File: src/common/sd_pkg.sv
package sd_pkg;

    // ========================================
    // Frame lengths
    // ========================================
    localparam int cmd_frame_bits     = 48;
    localparam int cmd_content_bits   = 40;
    localparam int crc7_bits          = 7;
    localparam int resp48_bits        = 48;
    localparam int resp136_bits       = 136;
    // Start, transmission and reserved bits ahead of the R2 CRC span
    localparam int resp_crc_skip_bits = 8;
    // Line handover from host to card after the end bit
    localparam int turnaround_cycles  = 2;

    // ========================================
    // Field types
    // ========================================
    typedef logic [5:0]   cmd_index_t;
    typedef logic [31:0]  cmd_arg_t;
    typedef logic [6:0]   crc7_t;
    typedef logic [119:0] resp_data_t;

    typedef enum logic [1:0] {
        resp_none,
        resp_48,
        resp_136
    } resp_type_e;

    typedef struct packed {
        cmd_index_t index;
        cmd_arg_t   arg;
        resp_type_e resp_type;
    } sd_cmd_req_t;

    // R1/R3/R6/R7 data sits zero-extended in the low 32 bits
    typedef struct packed {
        cmd_index_t index;
        resp_data_t data;
        logic       crc_err;
    } sd_resp_t;

    // ========================================
    // State machines
    // ========================================
    typedef enum logic [1:0] {
        tx_idle,
        tx_content,
        tx_crc,
        tx_end
    } tx_state_e;

    typedef enum logic [2:0] {
        rx_idle,
        rx_turnaround,
        rx_wait_start,
        rx_shift,
        rx_check
    } rx_state_e;

endpackage

File: src/cmd_path/cmd_tx.sv
`timescale 1ns/1ps

module cmd_tx import sd_pkg::*; (
    input  logic        clk_fast,
    input  logic        rst_n,
    input  logic        cmd_start,
    input  sd_cmd_req_t cmd_req,
    input  logic        busy,
    output logic        sd_cmd_out,
    output logic        sd_cmd_oe,
    output logic        cmd_done,
    output logic        rx_arm,
    output resp_type_e  rx_type
);

    tx_state_e state;
    logic [cmd_content_bits-1:0] shift_q;
    logic [$clog2(cmd_frame_bits)-1:0] bit_cnt;
    logic crc_shift;
    logic crc_bit;
    crc7_t crc;

    // ========================================
    // Frame content register
    // ========================================
    // Request capture stays open while the controller is idle
    always_ff @(posedge clk_fast) begin
        if (!busy) begin
            shift_q <= {1'b0, 1'b1, cmd_req.index, cmd_req.arg};
            rx_type <= cmd_req.resp_type;
        end else if (state == tx_content) begin
            shift_q <= {shift_q[cmd_content_bits-2:0], 1'b0};
        end
    end

    // ========================================
    // Serializer FSM
    // ========================================
    always_ff @(posedge clk_fast) begin
        if (!rst_n) begin
            state    <= tx_idle;
            bit_cnt  <= '0;
            cmd_done <= 1'b0;
            rx_arm   <= 1'b0;
        end else begin
            cmd_done <= 1'b0;
            rx_arm   <= 1'b0;
            case (state)
                tx_idle: begin
                    if (cmd_start) begin
                        state   <= tx_content;
                        bit_cnt <= '0;
                    end
                end
                tx_content: begin
                    if (bit_cnt == cmd_content_bits - 1) begin
                        state   <= tx_crc;
                        bit_cnt <= '0;
                    end else begin
                        bit_cnt <= bit_cnt + 1'b1;
                    end
                end
                tx_crc: begin
                    if (bit_cnt == crc7_bits - 1) begin
                        state <= tx_end;
                    end else begin
                        bit_cnt <= bit_cnt + 1'b1;
                    end
                end
                tx_end: begin
                    state    <= tx_idle;
                    cmd_done <= 1'b1;
                    rx_arm   <= (rx_type != resp_none);
                end
                default: state <= tx_idle;
            endcase
        end
    end

    // Feeding the CRC MSB back in turns the LFSR into a plain shifter
    assign crc_shift = (state == tx_content) || (state == tx_crc);
    assign crc_bit   = (state == tx_content) ? shift_q[cmd_content_bits-1] : crc[crc7_bits-1];

    crc7 u_crc7 (
        .clk_fast (clk_fast),
        .rst_n    (rst_n),
        .clear    (cmd_start),
        .shift_en (crc_shift),
        .bit_in   (crc_bit),
        .crc      (crc)
    );

    // CMD line drive, idles high
    assign sd_cmd_oe = (state != tx_idle);

    always_comb begin
        case (state)
            tx_content: sd_cmd_out = shift_q[cmd_content_bits-1];
            tx_crc:     sd_cmd_out = crc[crc7_bits-1];
            default:    sd_cmd_out = 1'b1;
        endcase
    end

endmodule

File: src/cmd_path/resp_rx.sv
`timescale 1ns/1ps

module resp_rx import sd_pkg::*; (
    input  logic       clk_fast,
    input  logic       rst_n,
    input  logic       rx_arm,
    input  resp_type_e rx_type,
    input  logic       sd_cmd_in,
    output logic       resp_valid,
    output sd_resp_t   resp
);

    rx_state_e state;
    resp_type_e type_q;
    logic [resp136_bits-1:0] shift_q;
    logic [$clog2(resp136_bits)-1:0] bit_cnt;
    logic [$clog2(turnaround_cycles+1)-1:0] ta_cnt;
    logic sample;
    logic last_bit;
    logic crc_cover;
    crc7_t crc;

    // Start bit counts as the first sampled bit
    assign sample = ((state == rx_wait_start) && !sd_cmd_in) || (state == rx_shift);

    always_comb begin
        if (type_q == resp_136) begin
            last_bit  = (bit_cnt == resp136_bits - 1);
            // R2 CRC skips the leading header byte
            crc_cover = (bit_cnt >= resp_crc_skip_bits) &&
                        (bit_cnt < resp136_bits - crc7_bits - 1);
        end else begin
            last_bit  = (bit_cnt == resp48_bits - 1);
            crc_cover = (bit_cnt < resp48_bits - crc7_bits - 1);
        end
    end

    // ========================================
    // Receiver FSM
    // ========================================
    always_ff @(posedge clk_fast) begin
        if (!rst_n) begin
            state      <= rx_idle;
            type_q     <= resp_none;
            bit_cnt    <= '0;
            ta_cnt     <= '0;
            resp_valid <= 1'b0;
        end else begin
            resp_valid <= 1'b0;
            case (state)
                rx_idle: begin
                    if (rx_arm) begin
                        state   <= rx_turnaround;
                        type_q  <= rx_type;
                        ta_cnt  <= '0;
                        bit_cnt <= '0;
                    end
                end
                rx_turnaround: begin
                    // Line may still float while the card takes over
                    if (ta_cnt == turnaround_cycles - 1) begin
                        state <= rx_wait_start;
                    end else begin
                        ta_cnt <= ta_cnt + 1'b1;
                    end
                end
                rx_wait_start: begin
                    if (!sd_cmd_in) begin
                        state   <= rx_shift;
                        bit_cnt <= bit_cnt + 1'b1;
                    end
                end
                rx_shift: begin
                    bit_cnt <= bit_cnt + 1'b1;
                    if (last_bit) begin
                        state <= rx_check;
                    end
                end
                rx_check: begin
                    state      <= rx_idle;
                    resp_valid <= 1'b1;
                end
                default: state <= rx_idle;
            endcase
        end
    end

    // Frame lands MSB first, end bit ends up in bit 0
    always_ff @(posedge clk_fast) begin
        if (sample) begin
            shift_q <= {shift_q[resp136_bits-2:0], sd_cmd_in};
        end
    end

    crc7 u_crc7 (
        .clk_fast (clk_fast),
        .rst_n    (rst_n),
        .clear    (rx_arm),
        .shift_en (sample && crc_cover),
        .bit_in   (sd_cmd_in),
        .crc      (crc)
    );

    // ========================================
    // Response decode
    // ========================================
    always_ff @(posedge clk_fast) begin
        if (state == rx_check) begin
            resp.crc_err <= (crc != shift_q[crc7_bits:1]) || !shift_q[0];
            if (type_q == resp_136) begin
                // Index field is reserved in R2, passed as received
                resp.index <= shift_q[133:128];
                resp.data  <= shift_q[resp136_bits-resp_crc_skip_bits-1:crc7_bits+1];
            end else begin
                resp.index <= shift_q[45:40];
                resp.data  <= resp_data_t'(shift_q[39:8]);
            end
        end
    end

endmodule

File: src/logic/crc7.sv
`timescale 1ns/1ps

module crc7 import sd_pkg::*; (
    input  logic  clk_fast,
    input  logic  rst_n,
    input  logic  clear,
    input  logic  shift_en,
    input  logic  bit_in,
    output crc7_t crc
);

    logic feedback;

    // Polynomial x^7 + x^3 + 1
    assign feedback = bit_in ^ crc[crc7_bits-1];

    always_ff @(posedge clk_fast) begin
        if (!rst_n) begin
            crc <= '0;
        end else if (clear) begin
            crc <= '0;
        end else if (shift_en) begin
            // Shift left, feedback enters at bit 0 and taps bit 3
            crc <= {crc[5:3], crc[2] ^ feedback, crc[1:0], feedback};
        end
    end

endmodule

File: src/logic/sd_cmd_ctrl.sv
`timescale 1ns/1ps

module sd_cmd_ctrl import sd_pkg::*; (
    input  logic        clk_fast,
    input  logic        rst_n,
    input  logic        cmd_start,
    input  sd_cmd_req_t cmd_req,
    output logic        cmd_done,
    output logic        busy,
    output logic        sd_cmd_out,
    output logic        sd_cmd_oe,
    input  logic        sd_cmd_in,
    output logic        resp_valid,
    output sd_resp_t    resp
);

    logic cmd_go;
    logic rx_arm;
    resp_type_e rx_type;

    // ========================================
    // Busy tracking
    // ========================================
    // Only one command in flight, later starts are dropped
    assign cmd_go = cmd_start && !busy;

    always_ff @(posedge clk_fast) begin
        if (!rst_n) begin
            busy <= 1'b0;
        end else if (cmd_go) begin
            busy <= 1'b1;
        end else if ((cmd_done && !rx_arm) || resp_valid) begin
            busy <= 1'b0;
        end
    end

    // ========================================
    // Command and response paths
    // ========================================
    cmd_tx u_cmd_tx (
        .clk_fast   (clk_fast),
        .rst_n      (rst_n),
        .cmd_start  (cmd_go),
        .cmd_req    (cmd_req),
        .busy       (busy),
        .sd_cmd_out (sd_cmd_out),
        .sd_cmd_oe  (sd_cmd_oe),
        .cmd_done   (cmd_done),
        .rx_arm     (rx_arm),
        .rx_type    (rx_type)
    );

    // Armed by the serializer once the end bit is out
    resp_rx u_resp_rx (
        .clk_fast   (clk_fast),
        .rst_n      (rst_n),
        .rx_arm     (rx_arm),
        .rx_type    (rx_type),
        .sd_cmd_in  (sd_cmd_in),
        .resp_valid (resp_valid),
        .resp       (resp)
    );

endmodule

File: config.mk
export PLATFORM = sky130hd
export DESIGN_NAME = sd_cmd_ctrl
export DESIGN_NICKNAME = d
export VERILOG_FILES = /design/src/common/sd_pkg.sv /design/src/cmd_path/cmd_tx.sv /design/src/cmd_path/resp_rx.sv /design/src/logic/crc7.sv /design/src/logic/sd_cmd_ctrl.sv
export SDC_FILE = /design/constraint.sdc
export NUM_CORES = 1
export LEC_CHECK = 0
export BUFFER_PORTS_ARGS = -buffer_cell sky130_fd_sc_hd__buf_2
export CAP_MARGIN = 10
export CORE_AREA = 2 2 154 156
export CTS_BUF_LIST = sky130_fd_sc_hd__clkbuf_16
export CTS_CLUSTER_DIAMETER = 50
export DETAILED_ROUTE_END_ITERATION = 8
export DIE_AREA = 0 0 156 158
export GPL_TIMING_DRIVEN = 0
export MAX_ROUTING_LAYER = met4
export PLACE_DENSITY = 0.79
export SKIP_LAST_GASP = 1
export SLEW_MARGIN = 5
export SYNTH_ARGS = -nofsm -noshare
export SYNTH_HDL_FRONTEND = slang
export SYNTH_HIERARCHICAL = 1
export SYNTH_SLANG_ARGS = --single-unit
File: constraint.sdc
create_clock -name clk_fast -period 15.9 [get_ports clk_fast]
set_input_delay 2.385 -clock clk_fast [delete_from_list [all_inputs] [get_ports clk_fast]]
set_output_delay 2.385 -clock clk_fast [all_outputs]
set_load 0.01 [all_outputs]
==> metrics.json <==
{
  "synthArstFlopShare": {"value": 0, "unit": "%"},
  "detail_route.wl_per_cell": {"value": 15.9, "unit": "microns"},
  "design.die.area": {"value": 24600, "unit": "sq um"},
  "final.setup_skew": {"value": 0.0184, "unit": "ns"},
  "synthToLayoutAreaGrowth": {"value": 20.5, "unit": "%"},
  "most-common-layout-cells": {"value": "sky130_fd_sc_hd__edfxtp_1 (301), sky130_fd_sc_hd__buf_2 (181), sky130_fd_sc_hd__and2_1 (90)"},
  "netSwitchingFraction": {"value": 21.0, "unit": "%"},
  "p_int": {"value": 1540, "unit": "uW"},
  "place.detailed.instances": {"value": 1182},
  "fin_cells": {"value": 1248},
  "drv.max_cap_violation_count": {"value": 0},
  "tritoncts": {"value": "built"},
  "post_cts_clock_slew_at_the_launch_and_capture_registers_of_the_worst_setup_and_hold_paths": {"value": 0.06, "unit": "ns"},
  "global_route_wire_length_before_repair": {"value": 30.7, "unit": "mm"},
  "ctsRootBufferMaster": {"value": "sky130_fd_sc_hd__clkbuf_16"},
  "worstHoldPathType": {"value": "flip-flop to flip-flop"},
  "report.final.setup_viol": {"value": 0},
  "cts.htree.levels": {"value": 2},
  "synth_top_cell_area_share": {"value": 72.2, "unit": "%"},
  "vdd_drop_max": {"value": 0.000163, "unit": "V"},
  "clkSinkCount": {"value": 344},
  "gr-usage-all-layers": {"value": 16.4, "unit": "%"},
  "first_global_vias": {"value": 6172},
  "cts_repair_resize_count": {"value": 0},
  "synth.yosys.warnings": {"value": 6},
  "number_of_enable_type_register_cells_in_the_synthesized_netlist": {"value": 301},
  "cellPowerDensity": {"value": 129, "unit": "nW/um^2"},
  "maxSlewHeadroom": {"value": 54.2, "unit": "%"},
  "synth_largest_area_cell": {"value": "sky130_fd_sc_hd__edfxtp_1"},
  "worst_path_most_repeated_cell": {"value": "sky130_fd_sc_hd__buf_2"},
  "max_clock_freq": {"value": 0.247, "unit": "GHz"},
  "timing.critical_path.arrival": {"value": 1.67, "unit": "ns"},
  "cts_buffers": {"value": 37},
  "die_height": {"value": 158, "unit": "microns"},
  "dr_total_vias": {"value": 6373},
  "reg2reg_slack": {"value": 13.38, "unit": "ns"},
  "num_rows": {"value": 56},
  "final-max-slew-violation-count": {"value": 0},
  "clkLatencyLatePin": {"value": 0.51, "unit": "ns"},
  "seqPwrFrac": {"value": 52.0, "unit": "%"},
  "most_common_library_cell_in_the_layout_ignoring_fill_and_taps": {"value": "sky130_fd_sc_hd__edfxtp_1"},
  "cp_num_buf_inv": {"value": 3},
  "post_synth_instance_area": {"value": 12500, "unit": "sq um"},
  "critical_path.startpoint_type": {"value": "flip-flop"},
  "grt_setup_unrepaired": {"value": "false"},
  "antenna_found_initial": {"value": 0},
  "power_frac_clock": {"value": 41.1, "unit": "%"},
  "detail_route.vias_per_cell": {"value": 5.11},
  "synth.top_cells.by_area": {"value": "sky130_fd_sc_hd__edfxtp_1 (72%), sky130_fd_sc_hd__dfxtp_1 (6.9%), sky130_fd_sc_hd__and2_1 (4.5%)"},
  "result_of_the_run": {"value": "finished, final reports clean"},
  "cp.required": {"value": 13.52, "unit": "ns"},
  "ant_nets": {"value": 0},
  "power.switching": {"value": 409, "unit": "uW"},
  "report.final.hold_viol_count": {"value": 0},
  "dieWidth": {"value": 156, "unit": "microns"},
  "place.detailed.hpwl": {"value": 13.1, "unit": "mm"},
  "power.leakage": {"value": 0.00528, "unit": "uW"},
  "finalSetupTns": {"value": 0, "unit": "ns"},
  "io_buffer_count": {"value": 175},
  "timing.final.crit_period": {"value": 4.05, "unit": "ns"},
  "drt_iter0_markers": {"value": 366},
  "number_of_hold_buffers_added_after_cts": {"value": 0},
  "unique_cell_type_count_in_the_yosys_netlist": {"value": 60},
  "drt_pass1_iterations": {"value": 7},
  "post-cts-setup-buffer-count": {"value": 0},
  "gp_congestion": {"value": 0.812},
  "ctsLongestPathBuffers": {"value": 3},
  "synth_sequential_area_ratio": {"value": 79.1, "unit": "%"},
  "crit_slowest_cell": {"value": "sky130_fd_sc_hd__dfxtp_1"},
  "post-route-period-util": {"value": 25.5, "unit": "%"},
  "tightestPinTransition": {"value": 0.685, "unit": "ns"},
  "cell_by_cell_trace_of_the_critical_path": {"value": "inv_1, ha_1, buf_2, nand2_1, nand3_1, buf_2"},
  "setup.worst_path.end_class": {"value": "output port"},
  "maximum_number_of_pins_on_one_net_before_global_route_repair": {"value": 83},
  "layout.nets": {"value": 984},
  "timing.critical_path.max_delay_family": {"value": "buffers and inverters"},
  "worstSetupPathType": {"value": "flip-flop to output port"},
  "primary_ff_master_synth": {"value": "sky130_fd_sc_hd__edfxtp_1"},
  "antennaDiodeCount": {"value": 0},
  "synth-seq-cells": {"value": 344},
  "post_route_cells_drive_above_1_share": {"value": 32.7, "unit": "%"},
  "floorplan.core_area": {"value": 23100, "unit": "sq um"},
  "avgSynthCellArea": {"value": 17.8, "unit": "sq um"},
  "postSynthCellCount": {"value": 703},
  "overflow": {"value": 0},
  "critical_path_peak_fanout": {"value": 8},
  "detail_route.drc_violations": {"value": 0},
  "post_synthesis_net_count": {"value": 756},
  "ios": {"value": 176},
  "wirelength": {"value": 19.9, "unit": "mm"},
  "start_util": {"value": 54.3, "unit": "%"},
  "share_comb_of_total_power": {"value": 6.9, "unit": "%"},
  "critical_path.max_stage_delay": {"value": 0.38, "unit": "ns"}
}
-- final timing paths --
kind,start,end,cells past startpoint
max,u_cmd_tx/state[0],sd_cmd_out,6
min,u_resp_rx/shift_q[57],u_resp_rx/shift_q[58],0
max reg2reg,u_resp_rx/type_q[1],u_resp_rx/u_crc7/crc[3],7
min reg2reg,u_resp_rx/shift_q[57],u_resp_rx/shift_q[58],0
-- layout make-up --
cell class                      instances  area, sq um
Multi-Input combinational cell        322         2460
Sequential cell                       344         9900
Timing Repair Buffer                  189         1040
Fill cell                            1580         7970
Clock buffer                           37          926
Buffer                                 24          120
Clock inverter                         29          225
Tap cell                              290          363
Inverter                               13         53.8
-- metal layers --
metal	part of all wire, %	up-vias	GRT usage [%]
met1	46	3061	21.7
li1	-	3075	-
met3	6.7	29	4.38
met2	46	208	25.1
met5	0	-	-
met4	1.5	0	5.11
-- registers in the layout, summed over array words and instances (netlist names) --
name	count
u_resp_rx/shift_q	134
u_resp_rx/resp	127
u_cmd_tx/shift_q	40
u_resp_rx/bit_cnt	8
u_cmd_tx/u_crc7/crc	7
u_resp_rx/u_crc7/crc	7
u_cmd_tx/bit_cnt	6
u_resp_rx/state	3
u_cmd_tx/rx_type	2
u_cmd_tx/state	2
u_resp_rx/ta_cnt	2
u_resp_rx/type_q	2
busy	1
u_cmd_tx/cmd_done	1
u_cmd_tx/rx_arm	1
u_resp_rx/resp_valid	1
-- synthesized netlist by cell type (all sizes together) (3+ instances only) --
master	instances
nor3b	5
nor2b	17
clkbuf	14
mux2	44
ha	9
inv	13
o21ai	7
o31ai	4
a21oi	9
nand3b	4
nand2b	5
dfxtp	43
edfxtp	301
xnor2	3
nand3	12
and2	90
or4	3
xor2	7
nor2	28
and3	3
mux2i	17
nand2	16
nor4b	4
o21a	4
a2bb2oi	3
buf	10
-- metrics by stage --
| stage | hold WS, ns | worst slack [ns] | instance area [sq um] | total power, uW | util (%) |
|---|---|---|---|---|---|
| 4_1_cts | 0.440 | 11.82 | 15100 | 1980 | 65.4 |
| 2_1_floorplan | 0.417 | 5.41 | 12500 | 1130 | - |
| 5_1_grt | 0.443 | 11.75 | 15100 | 2020 | 65.4 |
| 3_5_place_dp | 0.425 | 11.65 | 13900 | 1170 | 60.4 |
| 6_report | 0.438 | 11.85 | 15100 | 1950 | 65.4 |
| 3_3_place_gp | 0.421 | 1.72 | 13800 | 1160 | 59.7 |
-- power by group through the flow --
stage | logic, uW | registers [uW] | clock network, uW
detailed placement | 134 | 1030 | 0
CTS | 136 | 1010 | 826
global route | 148 | 1020 | 861
global placement | 129 | 1030 | 0
finish | 135 | 1010 | 802
floorplan | 103 | 1030 | 0
-- kinds of logic (layout without fill, tap and decap cells) --
logic type	Yosys count	after routing	share of synthesized area, %
simple gates	199	199	9.88
fa+ha+maj	9	9	0.900
xor+xnor	10	10	0.700
buf+inv	37	292	1.35
mux	61	61	5.32
compound gates	43	43	2.78
flops	344	344	79.1
Note: power is estimated with default switching activity, not from simulation.
